### src/rtl/port_arbiter_fsm.sv
/*
 * Round-robin arbiter and access sequencer for the two request ports.
 * Grants one request, waits on the delay timer, then acks for one cycle.
 */
`timescale 1ns/1ps
`default_nettype none

module port_arbiter_fsm (
  input  logic clk,
  input  logic rst,
  input  logic stb0,
  input  logic stb1,
  input  logic cyc0,
  input  logic cyc1,
  input  logic expired,
  output logic sel,     // granted port
  output logic start,   // load pulse for the delay timer
  output logic access,  // memory access this cycle
  output logic ack0,
  output logic ack1
);

  typedef enum logic [1:0] {
    IDLE,
    WAIT,
    ACK
  } state_e;

  state_e state_q;
  logic   sel_q;
  logic   last_q;   // port served most recently
  logic   ack0_q;
  logic   ack1_q;
  logic   req0;
  logic   req1;
  logic   pick;

  assign req0 = cyc0 & stb0;
  assign req1 = cyc1 & stb1;

  // both waiting: the port not served last goes next
  assign pick = (req0 && req1) ? ~last_q : req1;

  // ack cycle also arbitrates for the next request
  assign start  = ((state_q == IDLE) || (state_q == ACK)) && (req0 || req1);
  assign access = (state_q == WAIT) && expired;

  // ------------------------------------------------------------------------
  // state and grant registers
  // ------------------------------------------------------------------------
  always_ff @(posedge clk)
  begin
    if (rst)
    begin
      state_q <= IDLE;
      sel_q   <= 1'b0;
      last_q  <= 1'b1;  // port 0 first out of reset
      ack0_q  <= 1'b0;
      ack1_q  <= 1'b0;
    end
    else
    begin
      ack0_q <= 1'b0;  // ack is a single-cycle pulse
      ack1_q <= 1'b0;
      case (state_q)
        // master samples ack in ACK, new request seen from next edge on
        IDLE, ACK:
        begin
          if (start)
          begin
            state_q <= WAIT;
            sel_q   <= pick;
            last_q  <= pick;
          end
          else
            state_q <= IDLE;
        end
        WAIT:
        begin
          if (expired)
          begin
            state_q <= ACK;
            ack0_q  <= ~sel_q;
            ack1_q  <= sel_q;
          end
        end
        default: state_q <= IDLE;
      endcase
    end
  end

  assign sel  = sel_q;
  assign ack0 = ack0_q;
  assign ack1 = ack1_q;

endmodule

`default_nettype wire

### config.mk
export PLATFORM = sky130hd
export DESIGN_NAME = port_arbiter_fsm
export DESIGN_NICKNAME = d
export VERILOG_FILES = /design/src/rtl/port_arbiter_fsm.sv
export SDC_FILE = /design/constraint.sdc
export NUM_CORES = 1
export LEC_CHECK = 0
export BUFFER_PORTS_ARGS = -buffer_cell sky130_fd_sc_hd__buf_2
export CAP_MARGIN = 20
export CORE_AREA = 8 8 45 47
export CTS_CLUSTER_DIAMETER = 30
export DETAILED_ROUTE_END_ITERATION = 12
export DIE_AREA = 0 0 53 55
export PLACE_DENSITY = 0.46
export SLEW_MARGIN = 10
export SYNTH_ARGS = -nofsm -noshare
export SYNTH_HDL_FRONTEND = slang
export SYNTH_SLANG_ARGS = --single-unit
### constraint.sdc
create_clock -name clk -period 1.35 [get_ports clk]
set_input_delay 0.135 -clock clk [delete_from_list [all_inputs] [get_ports clk]]
set_output_delay 0.135 -clock clk [all_outputs]
set_load 0.1 [all_outputs]
; After elaboration in Yosys (flattened, before gate mapping)
; Index checks and enable logic that the tools add are counted.
[classes]
n_reduce_logical = 9
n_mux = 4
n_lt_le_gt_ge = 0
n_eq_ne = 3
bitwise = 6
addsub = 0
shifts = 0
mul = 0
n_div = 0
[ops]
columns = op, n
row1 = 1-bit NOT, 4
row2 = 2-bit one-hot mux with 2 select lines, 1
row3 = 1-bit logical AND, 3
row4 = 3-bit OR reduction, 1
row5 = 1-bit AND, 2
row6 = 2-bit by 1-bit == test with 1-bit output (second input constant), 1
row7 = 2-bit == test (second input constant), 1
row8 = 2-bit zero test, 1
row9 = 1-bit logical OR, 2
row10 = 1-bit 2-to-1 mux, 2
row11 = 2-bit 2-to-1 mux, 1
row12 = 2-bit inequality test (second input constant), 1
row13 = 2-bit AND reduction, 1
row14 = 2-bit OR reduction, 1
[word_totals]
n_memories = 0
ram_bits = 0
romBits = 0
latch_bits = 0
output_inout_bits = 5
ff_bits = 6

; Depth between registers and ports, before layout
[depth]
word_depth = 5
ltp_mapped = 2
mapped_depth_nobuf = 2

; Least setup slack after synthesis
; OpenSTA, ideal clock, no wires.
[synth_timing]
kind = reg2out
startpoint = register state_q[0]
endpoint = output port start
required_ps = 1215
path_slack_ps = -386
arrival_time_ps = 1601
n_path_buf = 0
path_stages_with_launch = 2
path_cell_list = dfxtp_1 nor2_1
[synth_between]
elab_chain_len = 3
[synth_lines]
columns = element, line
row1 = start: declaration, 29  ; state_e state_q;
row2 = start signal: assignment, 55  ; state_q <= IDLE;
row3 = start signal: assignment, 71  ; state_q <= WAIT;
row4 = start signal: assignment, 76  ; state_q <= IDLE;
row5 = 2-bit == test or 2-bit zero test (tied branches), 45  ; assign start = ((state_q == IDLE) || (state_q == ACK)) && (req0 || req1);
row6 = 1-bit logical OR (*), 45
row7 = 1-bit logical AND (*), 45
row8 = end: declaration, 17  ; output logic start,
; Mark *: on every way between the ends. The rest lies on a longest branch, timed or not.

; Worst setup path in the final report
[layout_timing]
startpoint = register state_q[0]
endpoint = output port access
[layout_between]
elab_chain_len = 2
[layout_lines]
columns = element, line
row1 = 2-bit by 1-bit == test with 1-bit output, 46  ; assign access = (state_q == WAIT) && expired;
row2 = 1-bit logical AND, 46
row3 = end: declaration, 18  ; output logic access,
; No other way between the ends.

==> report_table.html <==
<table>
<tr><th>Metric</th><th>Value</th></tr>
<tr><th colspan="2">Outcome</th></tr>
<tr><td>Run status</td><td>finished, final reports clean</td></tr>
<tr><th colspan="2">STA</th></tr>
<tr><td>Largest clock skew in the final design</td><td>0.00208 ns</td></tr>
<tr><td>Number of pins with negative max-slew slack in the final report</td><td>0</td></tr>
<tr><td>Relative slew slack</td><td>0.678</td></tr>
<tr><td>Sum Neg Setup Slack</td><td>0 ns</td></tr>
<tr><td>Final critical delay including setup and external delays</td><td>1.22 ns</td></tr>
<tr><td>Smallest setup slack after layout</td><td>0.134 ns</td></tr>
<tr><td>Final period utilization</td><td>0.901</td></tr>
<tr><td>Final setup violation count</td><td>0</td></tr>
<tr><td>Fin Hold WS</td><td>roughly 0.14 ns</td></tr>
<tr><td>Max Clock Freq</td><td>822 MHz</td></tr>
<tr><td>Actual slew at the worst max-slew pin</td><td>0.487 ns</td></tr>
<tr><td>Hold Fails Final Rpt</td><td>0</td></tr>
<tr><td>Unrepaired setup endpoints after global routing</td><td>false</td></tr>
<tr><th colspan="2">Worst setup path</th></tr>
<tr><td>Slowest cell on the critical path</td><td>sky130_fd_sc_hd__dfxtp_1</td></tr>
<tr><td>Type of destination of the critical path</td><td>primary output</td></tr>
<tr><td>Largest delay contributor family on the critical path</td><td>flip-flops</td></tr>
<tr><td>Critical path required time</td><td>1.22 ns</td></tr>
<tr><td>Cell breakdown of the critical path</td><td>and3b_2 &gt; buf_12</td></tr>
<tr><td>Type of the worst setup path</td><td>reg2out</td></tr>
<tr><td>Sort of element at the start of the critical path</td><td>register</td></tr>
<tr><td>Max incr delay on CP</td><td>0.43 ns</td></tr>
<tr><td>Data arrival time of the worst path</td><td>1.08 ns</td></tr>
<tr><td>Top fanout value on the critical path</td><td>8</td></tr>
<tr><td>Critical path buffer and inverter count</td><td>1</td></tr>
<tr><th colspan="2">Clock network</th></tr>
<tr><td>Number of gates resized after cts</td><td>0</td></tr>
<tr><td>CTS H-tree depth</td><td>1</td></tr>
<tr><td>Worst-case clock buffer depth</td><td>2</td></tr>
<tr><td>Post-CTS Setup Repair Bufs</td><td>0</td></tr>
<tr><td>Clk Latency, worst-skew pair</td><td>0.24 ns</td></tr>
<tr><td>Number of CTS-inserted buffers</td><td>3</td></tr>
<tr><td>Clock slew at reported path FFs</td><td>around 0.040 ns</td></tr>
<tr><td>Root buf cell</td><td>sky130_fd_sc_hd__clkbuf_4</td></tr>
<tr><td>Sink count of the clock tree</td><td>6</td></tr>
<tr><td>TritonCTS clock tree</td><td>yes</td></tr>
<tr><td>Number of buffers inserted for hold repair after clock tree synthesis</td><td>0</td></tr>
<tr><th colspan="2">Global routing</th></tr>
<tr><td>Routing usage on met2</td><td>0.0547</td></tr>
<tr><td>Vias in the first global route</td><td>245</td></tr>
<tr><td>Overflow left after global routing</td><td>0</td></tr>
<tr><td>Number of antenna violations at the first check in global routing</td><td>0</td></tr>
<tr><td>Most Crowded Layer GR</td><td>met2</td></tr>
<tr><td>Met3 global-route usage</td><td>0.0348</td></tr>
<tr><td>Maximum number of pins on one net before global-route repair</td><td>9</td></tr>
<tr><td>All-layer global routing usage</td><td>0.0443</td></tr>
<tr><td>Met1 Resource Use GR</td><td>0.0517</td></tr>
<tr><td>Wire length of the first global-routing pass</td><td>about 920 um</td></tr>
<tr><th colspan="2">Layout</th></tr>
<tr><td>Synthesis-to-finish area growth</td><td>51.5%</td></tr>
<tr><td>Count of antenna diodes in the layout</td><td>0</td></tr>
<tr><td>Share of final-layout standard cells stronger than drive strength 1</td><td>0.514</td></tr>
<tr><td>Final net count</td><td>46</td></tr>
<tr><td>Fill cell count</td><td>between 150 and 200</td></tr>
<tr><th colspan="2">Detailed routing</th></tr>
<tr><td>Routed WL</td><td>567 um</td></tr>
<tr><td>Routed wirelength normalized by instance count</td><td>between 10 and 15 um</td></tr>
<tr><td>Number of optimization iterations in the first detailed-route pass</td><td>2</td></tr>
<tr><td>Vias per Instance</td><td>about 4.3</td></tr>
<tr><td>Antenna-violating nets left</td><td>0</td></tr>
<tr><td>Via count</td><td>about 230</td></tr>
<tr><td>Initial DRC Count</td><td>3</td></tr>
<tr><td># DRC</td><td>0</td></tr>
<tr><th colspan="2">Die</th></tr>
<tr><td>X dimension of the die</td><td>53 um</td></tr>
<tr><td>Top Ports</td><td>12</td></tr>
<tr><td>Die extent in y</td><td>55 um</td></tr>
<tr><td>Die footprint</td><td>between 2000 and 3000 sq um</td></tr>
<tr><td>FP Rows</td><td>14</td></tr>
<tr><td>Initial core utilization</td><td>0.183</td></tr>
<tr><td>CORE AREA</td><td>1380 sq um</td></tr>
<tr><th colspan="2">Synth</th></tr>
<tr><td>Mapped cell area</td><td>253 sq um</td></tr>
<tr><td>Part of the Yosys area used for sequential elements</td><td>0.475</td></tr>
<tr><td>Count of state elements after synthesis</td><td>6</td></tr>
<tr><td>Synth warnings</td><td>0</td></tr>
<tr><td>Post-synth cell types</td><td>15</td></tr>
<tr><td>Gate count of the mapped netlist</td><td>23</td></tr>
<tr><td>Syn avg cell area</td><td>about 11 sq um</td></tr>
<tr><td>Nets in the synthesized netlist</td><td>30</td></tr>
<tr><th colspan="2">Flow run</th></tr>
<tr><td>Maximum capacitance violations</td><td>0</td></tr>
<tr><th colspan="2">Power and ir drop</th></tr>
<tr><td>Peak VDD IR</td><td>~0.00032 V</td></tr>
<tr><td>P_leak</td><td>~0.18 nW</td></tr>
<tr><td>Pwr per Cell Area</td><td>around 1300 nW/um^2</td></tr>
<tr><th colspan="2">Placed design</th></tr>
<tr><td>Setup slack after placement</td><td>0.335 ns</td></tr>
<tr><td>Routability congestion estimate</td><td>approximately 0.65</td></tr>
<tr><td>Number of I/O port buffers</td><td>11</td></tr>
<tr><td>HPWL after detailed placement</td><td>between 400 and 500 um</td></tr>
<tr><th colspan="2">Hold path</th></tr>
<tr><td>Type of the tightest min-delay check</td><td>in2reg</td></tr>
</table>
==> synthesized netlist by cell type <==
master                      count  area (sq um)
sky130_fd_sc_hd__nor2_1         1          3.75
sky130_fd_sc_hd__or4b_1         1          10.0
sky130_fd_sc_hd__a22oi_1        1          7.51
sky130_fd_sc_hd__and2_1         1          6.26
sky130_fd_sc_hd__o31ai_1        1          7.51
sky130_fd_sc_hd__nor2b_1        1          6.26
sky130_fd_sc_hd__nand3_1        1          5.00
sky130_fd_sc_hd__and4bb_2       2          25.0
sky130_fd_sc_hd__nand2b_1       1          6.26
sky130_fd_sc_hd__dfxtp_1        6           120
sky130_fd_sc_hd__and3b_2        2          20.0
sky130_fd_sc_hd__inv_1          2          7.51
sky130_fd_sc_hd__o211ai_1       1          7.51
sky130_fd_sc_hd__nand4bb_1      1          11.3
sky130_fd_sc_hd__o2bb2ai_1      1          8.76
==> stage by stage <==
stage	power, W	instance area (sq um)	std cells	utilization
3_3_place_gp	0.000327	360	50	0.260
2_1_floorplan	0.000283	255	23	-
6_report	0.000485	383	53	0.277
4_1_cts	0.000498	383	53	0.277
5_1_grt	0.000513	383	53	0.277
3_5_place_dp	0.000327	360	50	0.260
==> where the power goes <==
part | switching [W] | internal [W]
logic | 0.0000822 | 0.0000435
registers | 0.00000885 | 0.000188
clock network | 0.0000626 | 0.000100
total | 0.000154 | 0.000332
==> worst paths after layout <==
path	from	cells after the start	to	slack, ns
worst max-delay path	state_q[0]	2	access	0.13
worst min-delay path	rst	2	state_q[0]	0.14
worst max register to register	state_q[0]	2	state_q[0]	0.31
worst min register to register	sel	1	ack0	0.46
==> flip-flops by register name, indices dropped and copies added, names as in the netlist <==
name,flops
state_q,2
ack0,1
ack1,1
last_q,1
sel,1
==> cell families after synthesis <==
group | count (synthesis) | synth area share
buf+inv | 2 | 0.0297
flops | 6 | 0.475
compound gates | 4 | 0.124
simple gates | 11 | 0.371
==> cell usage in the layout (no fill, tap or decap) <==
cell type	count
sky130_fd_sc_hd__nor2_2	1
sky130_fd_sc_hd__o211ai_1	1
sky130_fd_sc_hd__nand4bb_1	1
sky130_fd_sc_hd__o2bb2ai_1	1
sky130_fd_sc_hd__inv_1	2
sky130_fd_sc_hd__dfxtp_1	6
sky130_fd_sc_hd__clkbuf_4	3
sky130_fd_sc_hd__buf_2	9
sky130_fd_sc_hd__o31ai_1	1
sky130_fd_sc_hd__and2_1	1
sky130_fd_sc_hd__a22oi_1	1
sky130_fd_sc_hd__nor2b_1	1
sky130_fd_sc_hd__nand3_1	1
sky130_fd_sc_hd__and3b_2	2
sky130_fd_sc_hd__buf_12	2
sky130_fd_sc_hd__and4bb_2	2
sky130_fd_sc_hd__or4b_1	1
sky130_fd_sc_hd__nand2b_1	1
==> area by class of cell <==
cell class                      count  area (sq um)  area share
Multi-Input combinational cell     15           128       0.333
Sequential cell                     6           120       0.314
Timing Repair Buffer               11          85.1       0.222
Clock buffer                        3          22.5      0.0588
Tap cell                           16          20.0      0.0523
Inverter                            2          7.51      0.0196
==> per-layer routing <==
metal	vias to the layer above	routed length [um]
li1	115	-
met2	11	199
met5	-	0
met3	0	70
met4	0	0
met1	103	296
No activity file was read; power rests on OpenSTA's default activity.
