$ cat src/rtl/mem_pkg.sv
/*
 * Shared sizes, request encodings and byte-lane helpers for the two-port
 * test memory. Modules pull these in with a wildcard import in their header.
 */
`default_nettype none

package mem_pkg;

  // ------------------------------------------------------------------------
  // sizes
  // ------------------------------------------------------------------------
  localparam int MEM_BYTES  = 1024;
  localparam int ADDR_W     = 16;
  localparam int DATA_W     = 32;
  localparam int WORD_IDX_W = $clog2(MEM_BYTES) - 2;  // address bits 9..2
  localparam int WAIT_W     = 4;

  // request type field, code 2 left unused
  typedef enum logic [2:0] {
    OP_READ    = 3'd0,
    OP_WRITE   = 3'd1,
    OP_AMO_ADD = 3'd3,
    OP_AMO_AND = 3'd4,
    OP_AMO_OR  = 3'd5
  } mem_op_e;

  typedef enum logic [1:0] {
    LEN_WORD = 2'd0,  // full 32 bits
    LEN_BYTE = 2'd1,
    LEN_HALF = 2'd2
  } mem_len_e;

  typedef logic [3:0] lane_t;

  // ------------------------------------------------------------------------
  // lane helpers
  // ------------------------------------------------------------------------

  // first byte lane touched; halfwords align down to an even lane
  function automatic logic [1:0] lane_offset(mem_len_e len, logic [1:0] adr_lo);
    case (len)
      LEN_BYTE: return adr_lo;
      LEN_HALF: return {adr_lo[1], 1'b0};
      default:  return 2'd0;
    endcase
  endfunction

  function automatic lane_t lane_mask(mem_len_e len, logic [1:0] off);
    case (len)
      LEN_BYTE: return lane_t'(4'b0001 << off);
      LEN_HALF: return lane_t'(4'b0011 << off);
      default:  return 4'b1111;
    endcase
  endfunction

endpackage

`default_nettype wire
$ cat src/rtl/access_delay_timer.sv
/*
 * Wait-state counter. Loaded on start, counts down to zero and flags
 * expired so the arbiter can perform the access.
 */
`timescale 1ns/1ps
`default_nettype none

module access_delay_timer
  import mem_pkg::*;
(
  input  logic              clk,
  input  logic              rst,
  input  logic              start,
  input  logic [WAIT_W-1:0] wait_cycles,
  output logic              expired
);

  logic [WAIT_W-1:0] count_q;

  always_ff @(posedge clk)
  begin
    if (rst)
      count_q <= '0;
    else if (start)
      count_q <= wait_cycles;
    else if (count_q != '0)
      count_q <= count_q - 1'b1;  // stops at zero
  end

  // a fresh start always hides a stale zero count
  assign expired = (count_q == '0) && !start;

endmodule

`default_nettype wire

$ cat config.mk
export PLATFORM = sky130hd
export DESIGN_NAME = access_delay_timer
export DESIGN_NICKNAME = d
export VERILOG_FILES = /design/src/rtl/mem_pkg.sv /design/src/rtl/access_delay_timer.sv
export SDC_FILE = /design/constraint.sdc
export NUM_CORES = 1
export LEC_CHECK = 0
export ABC_CLOCK_PERIOD_IN_PS = 1600
export BUFFER_PORTS_ARGS = -buffer_cell sky130_fd_sc_hd__buf_2
export CORE_AREA = 2 2 39 41
export DETAILED_ROUTE_END_ITERATION = 10
export DIE_AREA = 0 0 41 43
export GPL_TIMING_DRIVEN = 0
export PLACE_DENSITY = 0.47
export SKIP_CTS_REPAIR_TIMING = 1
export SYNTH_ARGS = -nofsm -noshare
export SYNTH_HDL_FRONTEND = slang
export SYNTH_SLANG_ARGS = --single-unit
$ cat constraint.sdc
create_clock -name clk -period 1.6 [get_ports clk]
set_clock_uncertainty 0.2 [all_clocks]
set_input_delay 0.32 -clock clk [delete_from_list [all_inputs] [get_ports clk]]
set_output_delay 0.32 -clock clk [all_outputs]
set_load 0.005 [all_outputs]
# Yosys cells after proc, flatten, opt, wreduce, memory -nomap -nowiden
# Index checks and enable logic that the tools add are counted.
# Widths: inputs -> output; s select.
# classes
addsub	1
mul	0
div_mod_pow	0
order_cmp	0
n_eq_ne	0
shift	0
muxes	2
bitwise	0
reduce_logical	5
# op_table
cell	count
$mux 4	2
$logic_not 4->1	1
$reduce_bool 4->1	1
$sub 4x1->4 const B	1
$reduce_bool 2->1	1
$logic_and 1x1->1	1
$logic_not 1->1	1
# word_totals
ff_bits	4
latchBits	0
mem_bits_rw	0
mem_bits_ro	0
output_inout_bits	1
word_cells	9
n_memories	0

# Depth between registers and ports, before layout
# depth
ltp_word	3
ltp_mapped	5
ltp_nobuf	5

# Worst setup path before layout
# Ideal clock, no wire load.
# synth_path
kind	register -> register
startpoint	reg count_q[0]
endpoint	reg count_q[1]
setup_ns	0.075
t_arrival_ns	1.410
required_time_ns	1.325
setup_slack_ns	-0.085
path_stages_with_launch	6
path_buffers	0
path_cell_list	dfxtp_1 > inv_1 > ha_1 > nor3b_1 > mux2_2 > o22ai_1
# synth_between
elab_chain_len	3
# synth_rtl
item	line_no	rtl
start: declaration	access_delay_timer.sv:18	logic [WAIT_W-1:0] count_q;
start signal: assignment	access_delay_timer.sv:25	count_q <= wait_cycles;
start signal: assignment	access_delay_timer.sv:27	count_q <= count_q - 1'b1;
$sub 4x1->4	access_delay_timer.sv:27	
$mux 4	access_delay_timer.sv:26	else if (count_q != '0)
$mux 4	access_delay_timer.sv:24	else if (start)
# Parallel ways exist; a longest one is shown, timed or not. The select of a mux whose other input is x is not followed.
# A chain may end at the register's enable or synchronous reset.

# Worst setup path in the final report
# layout_path
startpoint	reg count_q[0]
endpoint	out expired
# layout_between
elab_chain_len	2
# layout_rtl
item	line_no	rtl
$logic_not 4->1	access_delay_timer.sv:31	assign expired = (count_q == '0) && !start;
$logic_and 1x1->1	access_delay_timer.sv:31	
end: declaration	access_delay_timer.sv:15	output logic expired
# Every way passes these cells.

==> report_table.html <==
<table>
<tr><th>Metric</th><th>Value</th></tr>
<tr><th colspan="2">Outcome</th></tr>
<tr><td>Run status</td><td>finished with violations</td></tr>
<tr><td>Failing checks</td><td>setup timing</td></tr>
<tr><th colspan="2">Yosys</th></tr>
<tr><td>Number of register bits inferred by synthesis</td><td>4</td></tr>
<tr><td>Biggest area consumer among synthesized cells</td><td>sky130_fd_sc_hd__dfxtp_1</td></tr>
<tr><td>Share of the yosys chip area belonging to registers</td><td>34.41%</td></tr>
<tr><td>Combinational family with the most area after synthesis</td><td>simple AND/OR/NAND/NOR gates</td></tr>
<tr><td>Compound-Gate Fraction of Synth Area</td><td>18.28%</td></tr>
<tr><td>Number of nets produced by synthesis</td><td>35</td></tr>
<tr><td>Top area cells in the synthesized netlist</td><td>sky130_fd_sc_hd__dfxtp_1 (34%), sky130_fd_sc_hd__ha_1 (11%), sky130_fd_sc_hd__xnor2_1 (7.5%)</td></tr>
<tr><td>Number of unique standard cell types used by synthesis</td><td>16</td></tr>
<tr><td>Synthesized instance count</td><td>26</td></tr>
<tr><td>Adder and majority gate portion of the synthesized area</td><td>10.75%</td></tr>
<tr><td>Post-Syn Area</td><td>232.7 um^2</td></tr>
<tr><td>Mean Syn Cell Area</td><td>8.951 um^2</td></tr>
<tr><td>Xor and xnor fraction of the mapped netlist area</td><td>7.527%</td></tr>
<tr><td>Yosys synthesis warning count</td><td>0</td></tr>
<tr><td>Post-synth top area share</td><td>34.41%</td></tr>
<tr><td>Simple-gate area share of the yosys netlist</td><td>between 20% and 30%</td></tr>
<tr><td>Portion of netlist area occupied by mux cells</td><td>roughly 4.8%</td></tr>
<tr><th colspan="2">Floorplanning</th></tr>
<tr><td>Width of the chip</td><td>41 um</td></tr>
<tr><td>Area of the die</td><td>0.001763 mm^2</td></tr>
<tr><td>Y dimension of the die</td><td>43 um</td></tr>
<tr><td>Core area</td><td>0.001384 mm^2</td></tr>
<tr><td>Starting density of the core</td><td>between 15 and 20%</td></tr>
<tr><td>I/O pins</td><td>8</td></tr>
<tr><td>Placement Rows</td><td>14</td></tr>
<tr><th colspan="2">Finish</th></tr>
<tr><td>Layout cells sized above 1</td><td>58.97%</td></tr>
<tr><td>Layout area overhead</td><td>59.68%</td></tr>
<tr><td>Largest registers</td><td>count_q x4</td></tr>
<tr><td>Utilization after layout</td><td>26.85%</td></tr>
<tr><td>Count of nets after finishing</td><td>50</td></tr>
<tr><td>Most frequent standard cell in the layout excluding fill and tap cells</td><td>sky130_fd_sc_hd__buf_2</td></tr>
<tr><td>Cell Count, Final, Fillers Out</td><td>55</td></tr>
<tr><td>Post-route design area</td><td>371.6 um^2</td></tr>
<tr><td>FILL cells</td><td>150</td></tr>
<tr><td>Leading cell types in the layout, fill and taps excluded</td><td>sky130_fd_sc_hd__buf_2 (7), sky130_fd_sc_hd__nand2_1 (4), sky130_fd_sc_hd__clkbuf_4 (3), sky130_fd_sc_hd__buf_4 (3)</td></tr>
<tr><td>Max FFs per register</td><td>4</td></tr>
<tr><td>Top register by number of flip-flops</td><td>count_q</td></tr>
<tr><td>Antenna cell count</td><td>0</td></tr>
<tr><th colspan="2">Placed design</th></tr>
<tr><td># port buffers</td><td>7</td></tr>
<tr><td>Global placer's final weighted congestion</td><td>0.6746</td></tr>
<tr><td>Placed Instance Area</td><td>roughly 290 um^2</td></tr>
<tr><td>Inst Count DP</td><td>49</td></tr>
<tr><td>Worst slack at placement</td><td>-71.49 ps</td></tr>
<tr><th colspan="2">Global route</th></tr>
<tr><td>Largest net degree at the start of global routing</td><td>9</td></tr>
<tr><td>Overflow left after global routing</td><td>0</td></tr>
<tr><td>Overall routing resource usage</td><td>7.136%</td></tr>
<tr><td>Antenna violations before repair</td><td>0</td></tr>
<tr><td>Wire length of the first global-routing pass</td><td>786 um</td></tr>
<tr><td>Vias in the first global route</td><td>about 210</td></tr>
<tr><th colspan="2">Routing</th></tr>
<tr><td>Detail Route Antenna Nets</td><td>0</td></tr>
<tr><td>Wire length reported by the detailed router</td><td>approximately 500 um</td></tr>
<tr><td>Number of detailed-route iterations in the first pass</td><td>3</td></tr>
<tr><td>DR vias</td><td>223</td></tr>
<tr><td>Routed via count divided by cell count</td><td>4.055</td></tr>
<tr><td>Starting DRC count in detailed routing</td><td>1</td></tr>
<tr><td># DRC</td><td>0</td></tr>
<tr><td>Routed wire per std cell</td><td>around 9.0 um</td></tr>
<tr><th colspan="2">Power</th></tr>
<tr><td>Clk network pwr share</td><td>a little over 30%</td></tr>
<tr><td>Fraction of power consumed by sequential logic</td><td>32.2%</td></tr>
<tr><td>Sw power</td><td>around 110 uW</td></tr>
<tr><td>Power density over cell area</td><td>~1100 mW/mm^2</td></tr>
<tr><td>Share of power burned in combinational logic</td><td>36.9%</td></tr>
<tr><td>Switch share</td><td>27.43%</td></tr>
<tr><td>Internal portion of total power</td><td>around 290 uW</td></tr>
<tr><td>Largest voltage drop on the vdd net</td><td>about 0.00039 V</td></tr>
<tr><td>Post-layout total power</td><td>398.1 uW</td></tr>
<tr><td>Static power due to leakage</td><td>0.1604 nW</td></tr>
<tr><th colspan="2">STA</th></tr>
<tr><td>Post-route clock period utilization</td><td>110.7%</td></tr>
<tr><td>Setup TNS</td><td>-170.5 ps</td></tr>
<tr><td>RSZ-0062 raised after global routing</td><td>yes</td></tr>
<tr><td>Final-layout worst hold slack</td><td>~110 ps</td></tr>
<tr><td>Tmin final</td><td>1770 ps</td></tr>
<tr><td>Setup ws final</td><td>-170.5 ps</td></tr>
<tr><td>Max Fclk</td><td>between 0.5 and 0.6 GHz</td></tr>
<tr><td>Number of max-slew violations in the final report</td><td>0</td></tr>
<tr><td>Worst rel slew slack</td><td>85.18%</td></tr>
<tr><td>Count of endpoints failing hold in the final timing report</td><td>0</td></tr>
<tr><td>Worst-Margin Slew</td><td>222.1 ps</td></tr>
<tr><td>Number of setup violations in the final report</td><td>1</td></tr>
<tr><th colspan="2">Worst setup path</th></tr>
<tr><td>Highest-delay cell along the critical path</td><td>sky130_fd_sc_hd__dfxtp_2</td></tr>
<tr><td>Depth of the critical timing path with buffers and inverters included</td><td>5</td></tr>
<tr><td>CP Buf/Inv Count</td><td>2</td></tr>
<tr><td>Setup Crit Path Kind</td><td>flip-flop to primary output</td></tr>
<tr><td>Cell type group with the largest total delay on the critical path</td><td>simple AND/OR/NAND/NOR gates</td></tr>
<tr><td>CP Capture Type</td><td>primary output</td></tr>
<tr><td>Worst R2R Path Depth</td><td>6</td></tr>
<tr><td>Worst-path fanout max</td><td>5</td></tr>
<tr><td>Required time of the critical path</td><td>1080 ps</td></tr>
<tr><td>List of cells traversed by the critical path</td><td>inv_4 &gt; ha_4 &gt; nor3b_4 &gt; nor2b_1 &gt; buf_2</td></tr>
<tr><td>Arrival time at the worst endpoint</td><td>1250 ps</td></tr>
<tr><td>Slowest Stage Delay on Critical Path</td><td>330 ps</td></tr>
<tr><td>Critical Path Source Type</td><td>flip-flop</td></tr>
<tr><td>FF-to-FF setup slack</td><td>20 ps</td></tr>
<tr><th colspan="2">Clock network</th></tr>
<tr><td>H-Tree Level Count</td><td>1</td></tr>
<tr><td>Clock slew at reported path FFs</td><td>40 ps</td></tr>
<tr><td>Worst-skew pair later-pin latency</td><td>230 ps</td></tr>
<tr><td>CTS tree</td><td>done</td></tr>
<tr><td>CTS buffer count</td><td>3</td></tr>
<tr><td>CTS sink cnt</td><td>4</td></tr>
<tr><td>Worst-case clock buffer depth</td><td>2</td></tr>
<tr><td>Clk root buf</td><td>sky130_fd_sc_hd__clkbuf_4</td></tr>
<tr><th colspan="2">Hold path</th></tr>
<tr><td>Tightest Hold Check Type</td><td>primary input to flip-flop</td></tr>
<tr><td>Worst hold path stage count</td><td>2</td></tr>
<tr><th colspan="2">Job</th></tr>
<tr><td>Count of max-cap constraint violations</td><td>0</td></tr>
</table>
==> power groups by stage <==
stage / Clock [mW] / Combinational, mW / Sequential [mW]
floorplan: 0 / 0.0745 / 0.122
global placement: 0 / 0.101 / 0.125
detailed placement: 0 / 0.0994 / 0.124
CTS: 0.129 / 0.100 / 0.123
global route: 0.137 / 0.164 / 0.130
finish: 0.123 / 0.147 / 0.128
==> per-layer routing <==
metal | global-route usage [%] | part of all wire (%) | vias up
met5 | 0 | 0 | -
li1 | - | - | 119
met1 | 9.032 | 48 | 99
met4 | 8.000 | 0 | 0
met3 | 1.571 | 2.8 | 0
met2 | 8.750 | 49 | 5
==> Yosys cell counts <==
cell and n:
sky130_fd_sc_hd__a21oi_1 1, sky130_fd_sc_hd__mux2_2 1, sky130_fd_sc_hd__nor3b_1 1, sky130_fd_sc_hd__a211o_1 1, sky130_fd_sc_hd__o31ai_1 1, sky130_fd_sc_hd__or2_2 1
sky130_fd_sc_hd__nand2_1 4, sky130_fd_sc_hd__nor2b_1 1, sky130_fd_sc_hd__dfxtp_1 4, sky130_fd_sc_hd__or3_1 1, sky130_fd_sc_hd__inv_1 2, sky130_fd_sc_hd__or4_1 1
sky130_fd_sc_hd__a21oi_2 1, sky130_fd_sc_hd__xnor2_1 2, sky130_fd_sc_hd__ha_1 2, sky130_fd_sc_hd__o22ai_1 2
==> cells by family after synthesis <==
logic type | Yosys count
compound gates | 6
xor+xnor | 2
fa+ha+maj | 2
buf+inv | 2
flops | 4
mux | 1
simple gates | 9
==> cell type report <==
cell class / instances / area [um^2] / area share (%)
Clock buffer: 3 / 22.52 / 6.061
Inverter: 2 / 10.01 / 2.694
Multi-Input combinational cell: 20 / 178.9 / 48.15
Sequential cell: 4 / 82.58 / 22.22
Tap cell: 16 / 20.02 / 5.387
Timing Repair Buffer: 10 / 57.56 / 15.49
==> path summary, 6_finish.rpt <==
kind / startpoint / end
max: count_q[0] / expired
max reg2reg: count_q[0] / count_q[1]
min reg2reg: count_q[0] / count_q[0]
min: rst / count_q[3]
No activity file was read; power rests on OpenSTA's default activity.
