`config.mk`:
```
export PLATFORM = sky130hd
export DESIGN_NAME = amo_datapath
export DESIGN_NICKNAME = d
export VERILOG_FILES = /design/src/rtl/mem_pkg.sv /design/src/rtl/amo_datapath.sv
export SDC_FILE = /design/constraint.sdc
export NUM_CORES = 1
export LEC_CHECK = 0
export BUFFER_PORTS_ARGS = -buffer_cell sky130_fd_sc_hd__buf_2
export CORE_UTILIZATION = 35
export DETAILED_ROUTE_END_ITERATION = 6
export SLEW_MARGIN = 25
export SYNTH_ARGS = -nofsm -noshare
export SYNTH_HDL_FRONTEND = slang
export SYNTH_SLANG_ARGS = --single-unit
```
`constraint.sdc`:
```
create_clock -name vclk -period 3.5
set_input_delay 0.35 -clock vclk [all_inputs]
set_output_delay 0.35 -clock vclk [all_outputs]
set_load 0.01 [all_outputs]
```
`src/rtl/mem_pkg.sv`:
```
/*
 * Shared sizes, request encodings and byte-lane helpers for the two-port
 * test memory. Modules pull these in with a wildcard import in their header.
 */
`default_nettype none

package mem_pkg;

  // ------------------------------------------------------------------------
  // sizes
  // ------------------------------------------------------------------------
  localparam int MEM_BYTES  = 1024;
  localparam int ADDR_W     = 16;
  localparam int DATA_W     = 32;
  localparam int WORD_IDX_W = $clog2(MEM_BYTES) - 2;  // address bits 9..2
  localparam int WAIT_W     = 4;

  // request type field, code 2 left unused
  typedef enum logic [2:0] {
    OP_READ    = 3'd0,
    OP_WRITE   = 3'd1,
    OP_AMO_ADD = 3'd3,
    OP_AMO_AND = 3'd4,
    OP_AMO_OR  = 3'd5
  } mem_op_e;

  typedef enum logic [1:0] {
    LEN_WORD = 2'd0,  // full 32 bits
    LEN_BYTE = 2'd1,
    LEN_HALF = 2'd2
  } mem_len_e;

  typedef logic [3:0] lane_t;

  // ------------------------------------------------------------------------
  // lane helpers
  // ------------------------------------------------------------------------

  // first byte lane touched; halfwords align down to an even lane
  function automatic logic [1:0] lane_offset(mem_len_e len, logic [1:0] adr_lo);
    case (len)
      LEN_BYTE: return adr_lo;
      LEN_HALF: return {adr_lo[1], 1'b0};
      default:  return 2'd0;
    endcase
  endfunction

  function automatic lane_t lane_mask(mem_len_e len, logic [1:0] off);
    case (len)
      LEN_BYTE: return lane_t'(4'b0001 << off);
      LEN_HALF: return lane_t'(4'b0011 << off);
      default:  return 4'b1111;
    endcase
  endfunction

endpackage

`default_nettype wire
```
`src/rtl/amo_datapath.sv`:
```
/*
 * Combinational request datapath: word index, lane mask, aligned write
 * word, AMO result and the right-aligned response for the granted request.
 */
`timescale 1ns/1ps
`default_nettype none

module amo_datapath
  import mem_pkg::*;
(
  input  mem_op_e                 op,
  input  mem_len_e                len,
  input  logic [ADDR_W-1:0]       adr,
  input  logic [DATA_W-1:0]       wdata,
  input  logic [DATA_W-1:0]       old_word,
  output logic [WORD_IDX_W-1:0]   word_idx,
  output lane_t                   lanes,
  output logic [DATA_W-1:0]       new_word,
  output logic [DATA_W-1:0]       resp
);

  logic              is_amo;
  logic              is_read;
  logic [1:0]        off;
  logic [4:0]        shamt;   // bit shift for the first lane
  logic [DATA_W-1:0] old_sh;

  assign is_amo  = op inside {OP_AMO_ADD, OP_AMO_AND, OP_AMO_OR};
  assign is_read = (op == OP_READ);

  // upper address bits dropped, so addresses alias every 1 KiB
  assign word_idx = adr[WORD_IDX_W+1:2];

  // AMOs always work on the whole word
  assign off   = is_amo ? 2'd0 : lane_offset(len, adr[1:0]);
  assign lanes = is_amo ? lane_t'(4'b1111) : lane_mask(len, off);
  assign shamt = {off, 3'b000};

  // ------------------------------------------------------------------------
  // write word
  // ------------------------------------------------------------------------
  always_comb
  begin
    case (op)
      OP_AMO_ADD: new_word = old_word + wdata;
      OP_AMO_AND: new_word = old_word & wdata;
      OP_AMO_OR:  new_word = old_word | wdata;
      default:    new_word = wdata << shamt;  // lanes outside the mask ignored
    endcase
  end

  // ------------------------------------------------------------------------
  // response
  // ------------------------------------------------------------------------
  assign old_sh = old_word >> shamt;

  always_comb
  begin
    if (!is_read && !is_amo)
      resp = '0;  // writes answer with zero
    else if (is_amo)
      resp = old_word;
    else
    begin
      case (len)
        LEN_BYTE: resp = {24'b0, old_sh[7:0]};
        LEN_HALF: resp = {16'b0, old_sh[15:0]};
        default:  resp = old_sh;
      endcase
    end
  end

endmodule

`default_nettype wire

```
**Word-level counts from Yosys, hierarchy flattened**

Cells that the tools add are included.
Widths: inputs -> output; s select.

- Bits of input ports: 85
- Output and inout bits: 76
- Word-level logic and storage cells: 25
- Register bits: 0

- Bitwise logic cells: 2
- $add $sub $neg: 1
- Mux-type cells: 8
- Shifts and indexed selects: 4
- Reduce and logical (&&, ||, !) cells: 5
- Equal/unequal tests: 5

Operator list:

| kind | count |
|---|---|
| $pmux 32 s3 | 1 |
| $mux 32 | 2 |
| $pmux 32 s2 | 1 |
| $add 32x32->32 | 1 |
| $and 32x32->32 | 1 |
| $or 32x32->32 | 1 |
| $shl 32x5->32 | 1 |
| $shr 32x5->32 | 1 |
| $pmux 4 s2 | 1 |
| $eq 3x3->1 const B | 2 |
| $mux 4 | 1 |
| $pmux 2 s2 | 1 |
| $shl 1x2->4 const A | 1 |
| $shl 2x2->4 const A | 1 |
| $eq 3x2->1 const B | 1 |
| $logic_not 3->1 | 1 |
| $reduce_bool 3->1 | 1 |
| $eq 2x1->1 const B | 1 |
| $eq 2x2->1 const B | 1 |
| $logic_not 1->1 | 2 |
| $mux 2 | 1 |
| $logic_and 1x1->1 | 1 |

**Depth between registers and ports, before layout**

Gate-level depths: netlist of run 1.

- Depth in word-level cells: 7
- Gate-level depth with buffers: 12
- Mapped depth without buffers: 10

**Worst setup path after synthesis of run 1**

Ideal clock, no wire load.

- Path kind: input to output
- Start point: input port wdata[0]
- End point: output port new_word[30]
- Stages: 10
- Data required time: 3.150 ns
- Arrival: 2.348 ns
- Setup slack: 0.802 ns
- Path buffers: 0
- Cells stage by stage: ha_1 > inv_1 > fa_1 > nor2b_1 > o31a_1 > o31ai_2 > a22oi_4 > a31oi_2 > or4_1 > nand4_1

- Word-level cells in the longest chain between the ends: 2

Ends and longest elaborated chain:

| element | line | RTL |
|---|---|---|
| from (decl) | amo_datapath.sv:14 | `input logic [DATA_W-1:0] wdata,` |
| $add 32x32->32 | amo_datapath.sv:45 | `OP_AMO_ADD: new_word = old_word + wdata;` |
| $pmux 32 s3 | amo_datapath.sv:44 | `case (op)` |
| to (decl) | amo_datapath.sv:18 | `output logic [DATA_W-1:0] new_word,` |

Every way passes these cells.

**Worst setup path after layout of run 1**

- Start point: input port old_word[12]
- End point: output port new_word[25]

- Word-level cells in the longest chain between the ends: 2

Ends and longest elaborated chain:

| element | line | RTL |
|---|---|---|
| from (decl) | amo_datapath.sv:15 | `input logic [DATA_W-1:0] old_word,` |
| $add 32x32->32 | amo_datapath.sv:45 |  |
| $pmux 32 s3 | amo_datapath.sv:44 |  |

Every way passes these cells.

==> impl_results.md, run 1 <==
- DR WL/cell: 18.8 um
- Initial Util: 36.4%
- Pin count of the biggest net entering global routing: 61
- Worst Tran Pin Value: ~920 ps
- Cell family with most CP delay: compound AO/OA/AOI/OAI gates
- DRC: 0
- I/O Pins: 161
- Post-route setup TNS: 0 ps
- Peak Freq: 309 MHz
- Fin crit share: 92.6%
- Total Die Area: around 13,000 um2
- Synth cell types: 65
- Die Width: 114 um
- Worst-path cell chain: buf_2, inv_1, ha_1, a211oi_2, o211ai_1, a41oi_1, o221ai_1, o211ai_2, a211oi_1, or3_1, buf_2
- Port Buffers: ~140
- Post-CTS setup repair buffer count: 0
- Max IR drop VDD: slightly above 0.08 mV
- Worst Hold Class: in2out
- Final Hold Fails: 0
- Hpwl dp: 15,200 um
- Post-cts repair resize count: 0
- Crit Path Max Fanout: 6
- Via Count: ~5,600
- Max_slew headroom: ~39%
- Drt initial violations: 538
- Share of cells above drive strength 1: 22.9%
- Crit-path max cell delay: 370 ps
- WP buf/inv: 3
- Fin nets: 963
- Detailed Route WL: 18,400 um
- Cell Area, Synth: 4420 um2
- Remaining Overflow, GRT: 0
- Worst setup EP type: output pin
- Initial antenna violation count: 0
- Vias per cell: around 5.8
- Startpoint types: primary input
- Crit path arrival time: 2890 ps
- Drt pass-1 iters: 5
- Antenna diodes: 0
- Final hold slack: 700 ps
- RSZ-0062 raised after global routing: false
- Gpl congestion: 0.937
- Yosys Warn Count: 0
- Worst path slowest cell: or3_1
- Leakage: between 2 and 3 nW
- Seq/Total Area, Yosys: 0%
- Vias in the first global route: about 5,000
- Most common cell in the netlist: inv_1
- Synth top area cells: ha_1 19%, a21oi_1 7.7%, inv_1 6.7%
- Commonest cells in the netlist: 79 x inv_1, 68 x a21oi_1, 67 x nor2_1, 66 x ha_1, 63 x nand2_1
- Die Y: 114 um
- Mapped Nets: roughly 840
- Fillers: between 1,000 and 1,500
- Tmin final: 3240 ps
- Post-Syn Instances: about 690
- Final setup violation count: 0
- Worst endpoint required time: 3150 ps
- Status: complete, no violations
- Leading area contributor after synthesis: ha_1
- Power Density: 171 nW/um2
- Mean post-synth cell area: 6.39 um2
- Synth top area share: 18.7%
- Final Max Tran Viols: 0
- CP most frequent cell: buf_2
- Final ANT Viol Nets: 0
- Layout area overhead: 19.7%
- Total routing usage reported by global routing: 27.5%
- Maxcap violations: 0
- CTS Hold Bufs: 0
- Floorplan row count: 40
- Std-Cell Core Area: between 10,000 and 15,000 um2
- Clkbuf count: 0
- Sequential cell area: 0 um2
- Total power: 907 uW
- First-pass GRT wire length: roughly 28,000 um
- FF+latch count: 0
- Setup CP Type: in2out
final cells by class:
class	instances	area (um2)	area share [%]
inverter	79	297	5.60
timing repair buffer	165	891	16.8
multi-input combinational	565	3900	73.6
tap	168	210	3.97
layout by cell type, fill, tap and decap left out, types with 10 or more instances in the layout:
cell type	instances
ha_1	66
a21oi_1	68
nor2_1	67
buf_4	26
mux2i_1	24
a211oi_1	12
nor3_1	10
o211ai_1	16
buf_2	139
xnor2_1	12
nand2_1	63
inv_1	79
o221ai_1	15
o21ai_0	56
where the power goes:
part | switching, mW | internal [mW] | leakage [nW]
clock | 0 | 0 | 0
sequential | 0 | 0 | 0
combinational | 0.559 | 0.349 | 2.65
per-stage QoR:
step / worst slack (ps) / cell area, um2 / std cells / utilization, %
floorplan: 802 / 4420 / 692 / -
global placement: 351 / 5300 / 977 / 43.6
detailed placement: 330 / 5300 / 977 / 43.6
CTS: 312 / 5300 / 977 / 43.6
global route: 105 / 5300 / 977 / 43.6
finish: 259 / 5300 / 977 / 43.6
final timing paths:
kind / slack, ps / startpoint / to / depth (start not counted)
setup / recovery: 260 / old_word[12] / new_word[25] / 11
hold / removal: 700 / adr[2] / word_idx[0] / 0
per-layer routing:
| layer | global-route usage (%) | up-vias | share of wire, % |
|---|---|---|---|
| met3 | 2.38 | 31 | 7.4 |
| li1 | - | 2721 | - |
| met4 | 6.06 | 0 | 2.6 |
| met5 | 0 | - | 0 |
| met2 | 44.8 | 271 | 44 |
| met1 | 39.0 | 2603 | 46 |
cell families (layout without fill, tap and decap cells):
group | Yosys count | count (layout) | synth area share (%)
mux | 24 | 24 | 5.43
xor+xnor | 21 | 21 | 4.16
simple gates | 201 | 201 | 21.7
fa+ha+maj | 67 | 67 | 19.1
buf+inv | 127 | 244 | 11.8
compound gates | 252 | 252 | 37.7
No activity file was read; power rests on OpenSTA's default activity.
==> run 2: changes to the inputs <==
--- a/config.mk
+++ b/config.mk
@@ -6,8 +6,12 @@
 export NUM_CORES = 1
 export LEC_CHECK = 0
 export BUFFER_PORTS_ARGS = -buffer_cell sky130_fd_sc_hd__buf_2
-export CORE_UTILIZATION = 35
+export CELL_PAD_IN_SITES_DETAIL_PLACEMENT = 1
+export CELL_PAD_IN_SITES_GLOBAL_PLACEMENT = 2
+export CORE_UTILIZATION = 27
 export DETAILED_ROUTE_END_ITERATION = 6
+export PLACE_DENSITY_LB_ADDON = 0.2
+export RECOVER_POWER = 50
 export SLEW_MARGIN = 25
 export SYNTH_ARGS = -nofsm -noshare
 export SYNTH_HDL_FRONTEND = slang
==> impl_results.md, run 2 (synthesized netlist as in run 1, its figures left out) <==
- Status: complete, no violations
- Final Max Tran Viols: 0 (unchanged)
- Port Buffers: 139 (unchanged)
- Post-CTS setup repair buffer count: 0 (unchanged)
- Worst Tran Pin Value: 946 ps (+29.9 ps)
- Crit path arrival time: 2890 ps (about the same)
- Final Hold Fails: 0 (unchanged)
- Worst endpoint required time: 3150 ps (about the same)
- Max IR drop VDD: 0.0547 mV (-32%)
- Initial antenna violation count: 0 (unchanged)
- Fin nets: 960 (-0.31%)
- Vias in the first global route: 5,573 (+10%)
- Crit Path Max Fanout: 6 (unchanged)
- Peak Freq: 309 MHz (+0.11%)
- Initial Util: 27.8% (-8.6 points)
- Gpl congestion: 0.901 (-3.9%)
- Remaining Overflow, GRT: 0 (unchanged)
- Detailed Route WL: 21,800 um (+18%)
- Commonest non-fill, non-tap cell in the layout: buf_2
- Total power: 923 uW (+1.8%)
- Share of cells above drive strength 1: 19.6% (-3.3 points)
- Tmin final: 3240 ps (-3.54 ps)
- Pin count of the biggest net entering global routing: 34 (-44%)
- First-pass GRT wire length: 32,000 um (+14%)
- I/O Pins: 161 (unchanged)
- DR WL/cell: 21.3 um (+13%)
- Max_slew headroom: 36.9% (-2.0 points)
- Antenna diodes: 0 (unchanged)
- Final ANT Viol Nets: 0 (unchanged)
- Post-route setup TNS: 0 ps (unchanged)
- Maxcap violations: 0 (unchanged)
- Startpoint types: primary input
- Drt pass-1 iters: 4 (-1)
- Leakage: 2.56 nW (-3.4%)
- DRC: 0 (unchanged)
- Fillers: 2,151 (+58%)
- Layout area overhead: 19.8% (about the same)
- Total Die Area: 16,900 um2 (+29%)
- Clkbuf count: 0 (unchanged)
- Most frequent cells in the layout: 118 x buf_2, 79 x inv_1, 68 x a21oi_1, 68 x nor2_1, 66 x ha_1
- Worst Hold Class: in2out
- Die Y: 130 um (+14%)
- Hpwl dp: 18,400 um (+21%)
- Setup CP Type: in2out
- Final hold slack: 700 ps (+0.00100 ps)
- Worst setup EP type: output pin
- RSZ-0062 raised after global routing: false
- Worst Setup SP: wdata[1]
- Via Count: 5,633 (+0.12%)
- Std-Cell Core Area: 15,900 um2 (+31%)
- FF+latch count: 0 (unchanged)
- CTS Hold Bufs: 0 (unchanged)
- Fin crit share: 92.5% (-0.10 points)
- Drt initial violations: 289 (-46%)
- Vias per cell: 5.51 (-4.3%)
- Total routing usage reported by global routing: 25.0% (-2.5 points)
- Power Density: 174 nW/um2 (+1.8%)
- Sequential cell area: 0 um2 (unchanged)
- Final setup violation count: 0 (unchanged)
- Die Width: 130 um (+14%)
- Floorplan row count: 46 (+15%)
- CP Capture Point: new_word[25]
- Post-cts repair resize count: 0 (unchanged)
==> run 2: final cells by class <==
cell class / instances / area (um2) / area share, %
multi-input combinational: 565 / 3900 / 73.6
timing repair buffer: 162 / 835 / 15.7
inverter: 79 / 297 / 5.60
tap: 216 / 270 / 5.10
==> run 2: where the power goes <==
part           switching, mW  internal, mW
combinational          0.586         0.338
sequential                 0             0
clock                      0             0
==> run 2: per-layer routing <==
layer  vias to the layer above  GRT usage [%]  routed length, um
met4                         0           4.99                463
met1                      2708           34.3              10100
met3                        28           1.72               1300
met2                       198           42.8               9940
li1                       2699              -                  -
met5                         -              0                  0
==> run 2: how the worst min path moves through the flow <==
stage,endpoint,start,cells after the start,slack (ps)
6_report,word_idx[1],adr[3],0,700
3_3_place_gp,word_idx[5],adr[7],0,700
2_1_floorplan,word_idx[0],adr[2],1,790
3_5_place_dp,word_idx[5],adr[7],0,700
4_1_cts,word_idx[5],adr[7],0,700
5_1_grt,word_idx[1],adr[3],0,700
==> run 2: stage by stage <==
step	util (%)	setup WS (ps)	cells	area, um2
2_1_floorplan	-	802	692	4420
3_3_place_gp	33.5	336	1022	5340
3_5_place_dp	33.5	268	1022	5340
4_1_cts	33.5	265	1022	5340
5_1_grt	33.2	71.8	1022	5300
6_report	33.2	262	1022	5300
==> run 2: worst max-delay path: stages <==
cell,delay [ps]
buf_2,170
inv_1,100
ha_1,330
a211oi_2,280
nor2_1,150
a2111oi_4,530
nor4_2,130
o211ai_2,260
a211oi_1,100
or3_1,350
buf_2,140
==> run 3: changes to the inputs <==
==> constraint.sdc (replaced) <==
create_clock -name vclk -period 3.35
set_input_delay 0.335 -clock vclk [all_inputs]
set_output_delay 0.335 -clock vclk [all_outputs]
set_load 0.01 [all_outputs]
==> impl_results.md, run 3 (synthesized netlist as in run 1, its figures left out) <==
- Fin crit share: 94.6%
- Status: complete, no violations
- Clkbuf count: 0 (unchanged)
- Drt initial violations: 331 (+15%)
- Sequential cell area: 0 um2 (unchanged)
- Power Density: 184 nW/um2 (+5.5%)
- Share of cells above drive strength 1: 20.8% (+1.2 points)
- Worst hold path cell count: 0 (unchanged)
- Final hold slack: 670 ps (-30.0 ps)
- Floorplan row count: 46 (unchanged)
- DRC: 0 (unchanged)
- Crit path arrival time: 2830 ps (-60 ps)
- Final Hold Fails: 0 (unchanged)
- DR WL/cell: 21.5 um (+0.64%)
- Final ANT Viol Nets: 0 (unchanged)
- Die Y: 130 um (unchanged)
- Max IR drop VDD: 0.0673 mV (+23%)
- Antenna diodes: 0 (unchanged)
- Final setup violation count: 0 (unchanged)
- Initial Util: 27.8% (unchanged)
- Startpoint types: primary input
- Fillers: 2,153 (+0.093%)
- Place WS: 185 ps (-83.1 ps)
- Detailed Route WL: 22,100 um (+1.4%)
- Hpwl dp: 18,600 um (+1.1%)
- Tmin final: 3170 ps
- RSZ-0062 raised after global routing: false
- Gpl congestion: 0.932 (+3.5%)
- Total routing usage reported by global routing: 25.7% (+0.67 points)
- Pin count of the biggest net entering global routing: 31 (-8.8%)
- Post-route setup TNS: 0 ps (unchanged)
- Commonest non-fill, non-tap cell in the layout: buf_2
- Setup CP Type: in2out
- Worst Tran Pin Value: 1010 ps (+67.4 ps)
- Leakage: 2.59 nW (+1.4%)
- Drt pass-1 iters: 5 (+1)
- Final Worst Setup Slack: 182 ps (-80.0 ps)
- First-pass GRT wire length: 33,000 um (+3.0%)
- Vias in the first global route: 5,718 (+2.6%)
- Total Die Area: 16,900 um2 (unchanged)
- Maxcap violations: 0 (unchanged)
- Remaining Overflow, GRT: 0 (unchanged)
- Via Count: 5,715 (+1.5%)
- Std-Cell Core Area: 15,900 um2 (unchanged)
- Fin nets: 968 (+0.83%)
- Max_slew headroom: 32.5% (-4.5 points)
- Initial antenna violation count: 0 (unchanged)
- Total power: 987 uW (+6.9%)
- Worst Hold Class: in2out
- Vias per cell: 5.55 (+0.67%)
- Worst setup EP type: output pin
- FF+latch count: 0 (unchanged)
- CP most frequent cell: buf_2
- CTS Hold Bufs: 0 (unchanged)
- Crit-path max cell delay: 410 ps (-120 ps)
- I/O Pins: 161 (unchanged)
- Worst path slowest cell: fa_1
- Peak Freq: 316 MHz
- Worst endpoint required time: 3010 ps (-140 ps)
- Layout area overhead: 21.4%
- Port Buffers: 139 (unchanged)
- Most frequent cells in the layout: 117 x buf_2, 79 x inv_1, 68 x a21oi_1
- Die Width: 130 um (unchanged)
- Crit Path Max Fanout: 4 (-2)
- Final Max Tran Viols: 0 (unchanged)
- Worst-path cell chain: buf_2, ha_1, inv_1, fa_1, nor2b_1, o31a_1, nand2b_1, nand4_1, and2_1, o21a_1, o211ai_1, buf_2
-- run 3: report_power, final --
group	total [mW]	internal [mW]	switching, mW	leakage [nW]
Combinational	0.987	0.364	0.623	2.59
Clock	0	0	0	0
Sequential	0	0	0	0
-- run 3: metrics by stage --
stage                     std cells  utilization [%]  cell area (um2)
after floorplan                 692                -             4420
after global placement         1030             33.8             5400
after detailed placement       1030             33.8             5400
after CTS                      1030             33.8             5400
after global routing           1030             33.7             5370
final                          1030             33.7             5370
-- run 3: cell type report --
class	count	area, um2	share of cell area, %
tap	216	270	5.03
multi-input combinational	565	3910	72.8
inverter	79	297	5.52
timing repair buffer	170	895	16.7
-- run 3: what timing repair did --
item                                    CTS  global route
buffers inserted                          0             0
endpoints found under the setup margin    0             2
gates resized for setup                   0             2
endpoints found under the hold margin     0             0
-- run 3: metal layers --
| layer | up-vias | track usage (%) | routed length, um |
|---|---|---|---|
| met4 | 0 | 6.43 | 592 |
| met3 | 27 | 1.31 | 1060 |
| met1 | 2780 | 35.6 | 10300 |
| li1 | 2719 | - | - |
| met2 | 189 | 43.2 | 10200 |
| met5 | - | 0 | 0 |
-- run 3: worst paths after layout --
path / from / endpoint / slack (ps)
setup / recovery: old_word[0] / new_word[20] / 180
hold / removal: adr[3] / word_idx[1] / 670
-- run 3: critical path: cells and delay by family --
kind,cells,cell delay [ps]
and+or+nand+nor,4,920
buffers and inverters,3,340
adders and majority gates,2,580
AOI/OAI and AO/OA,3,660
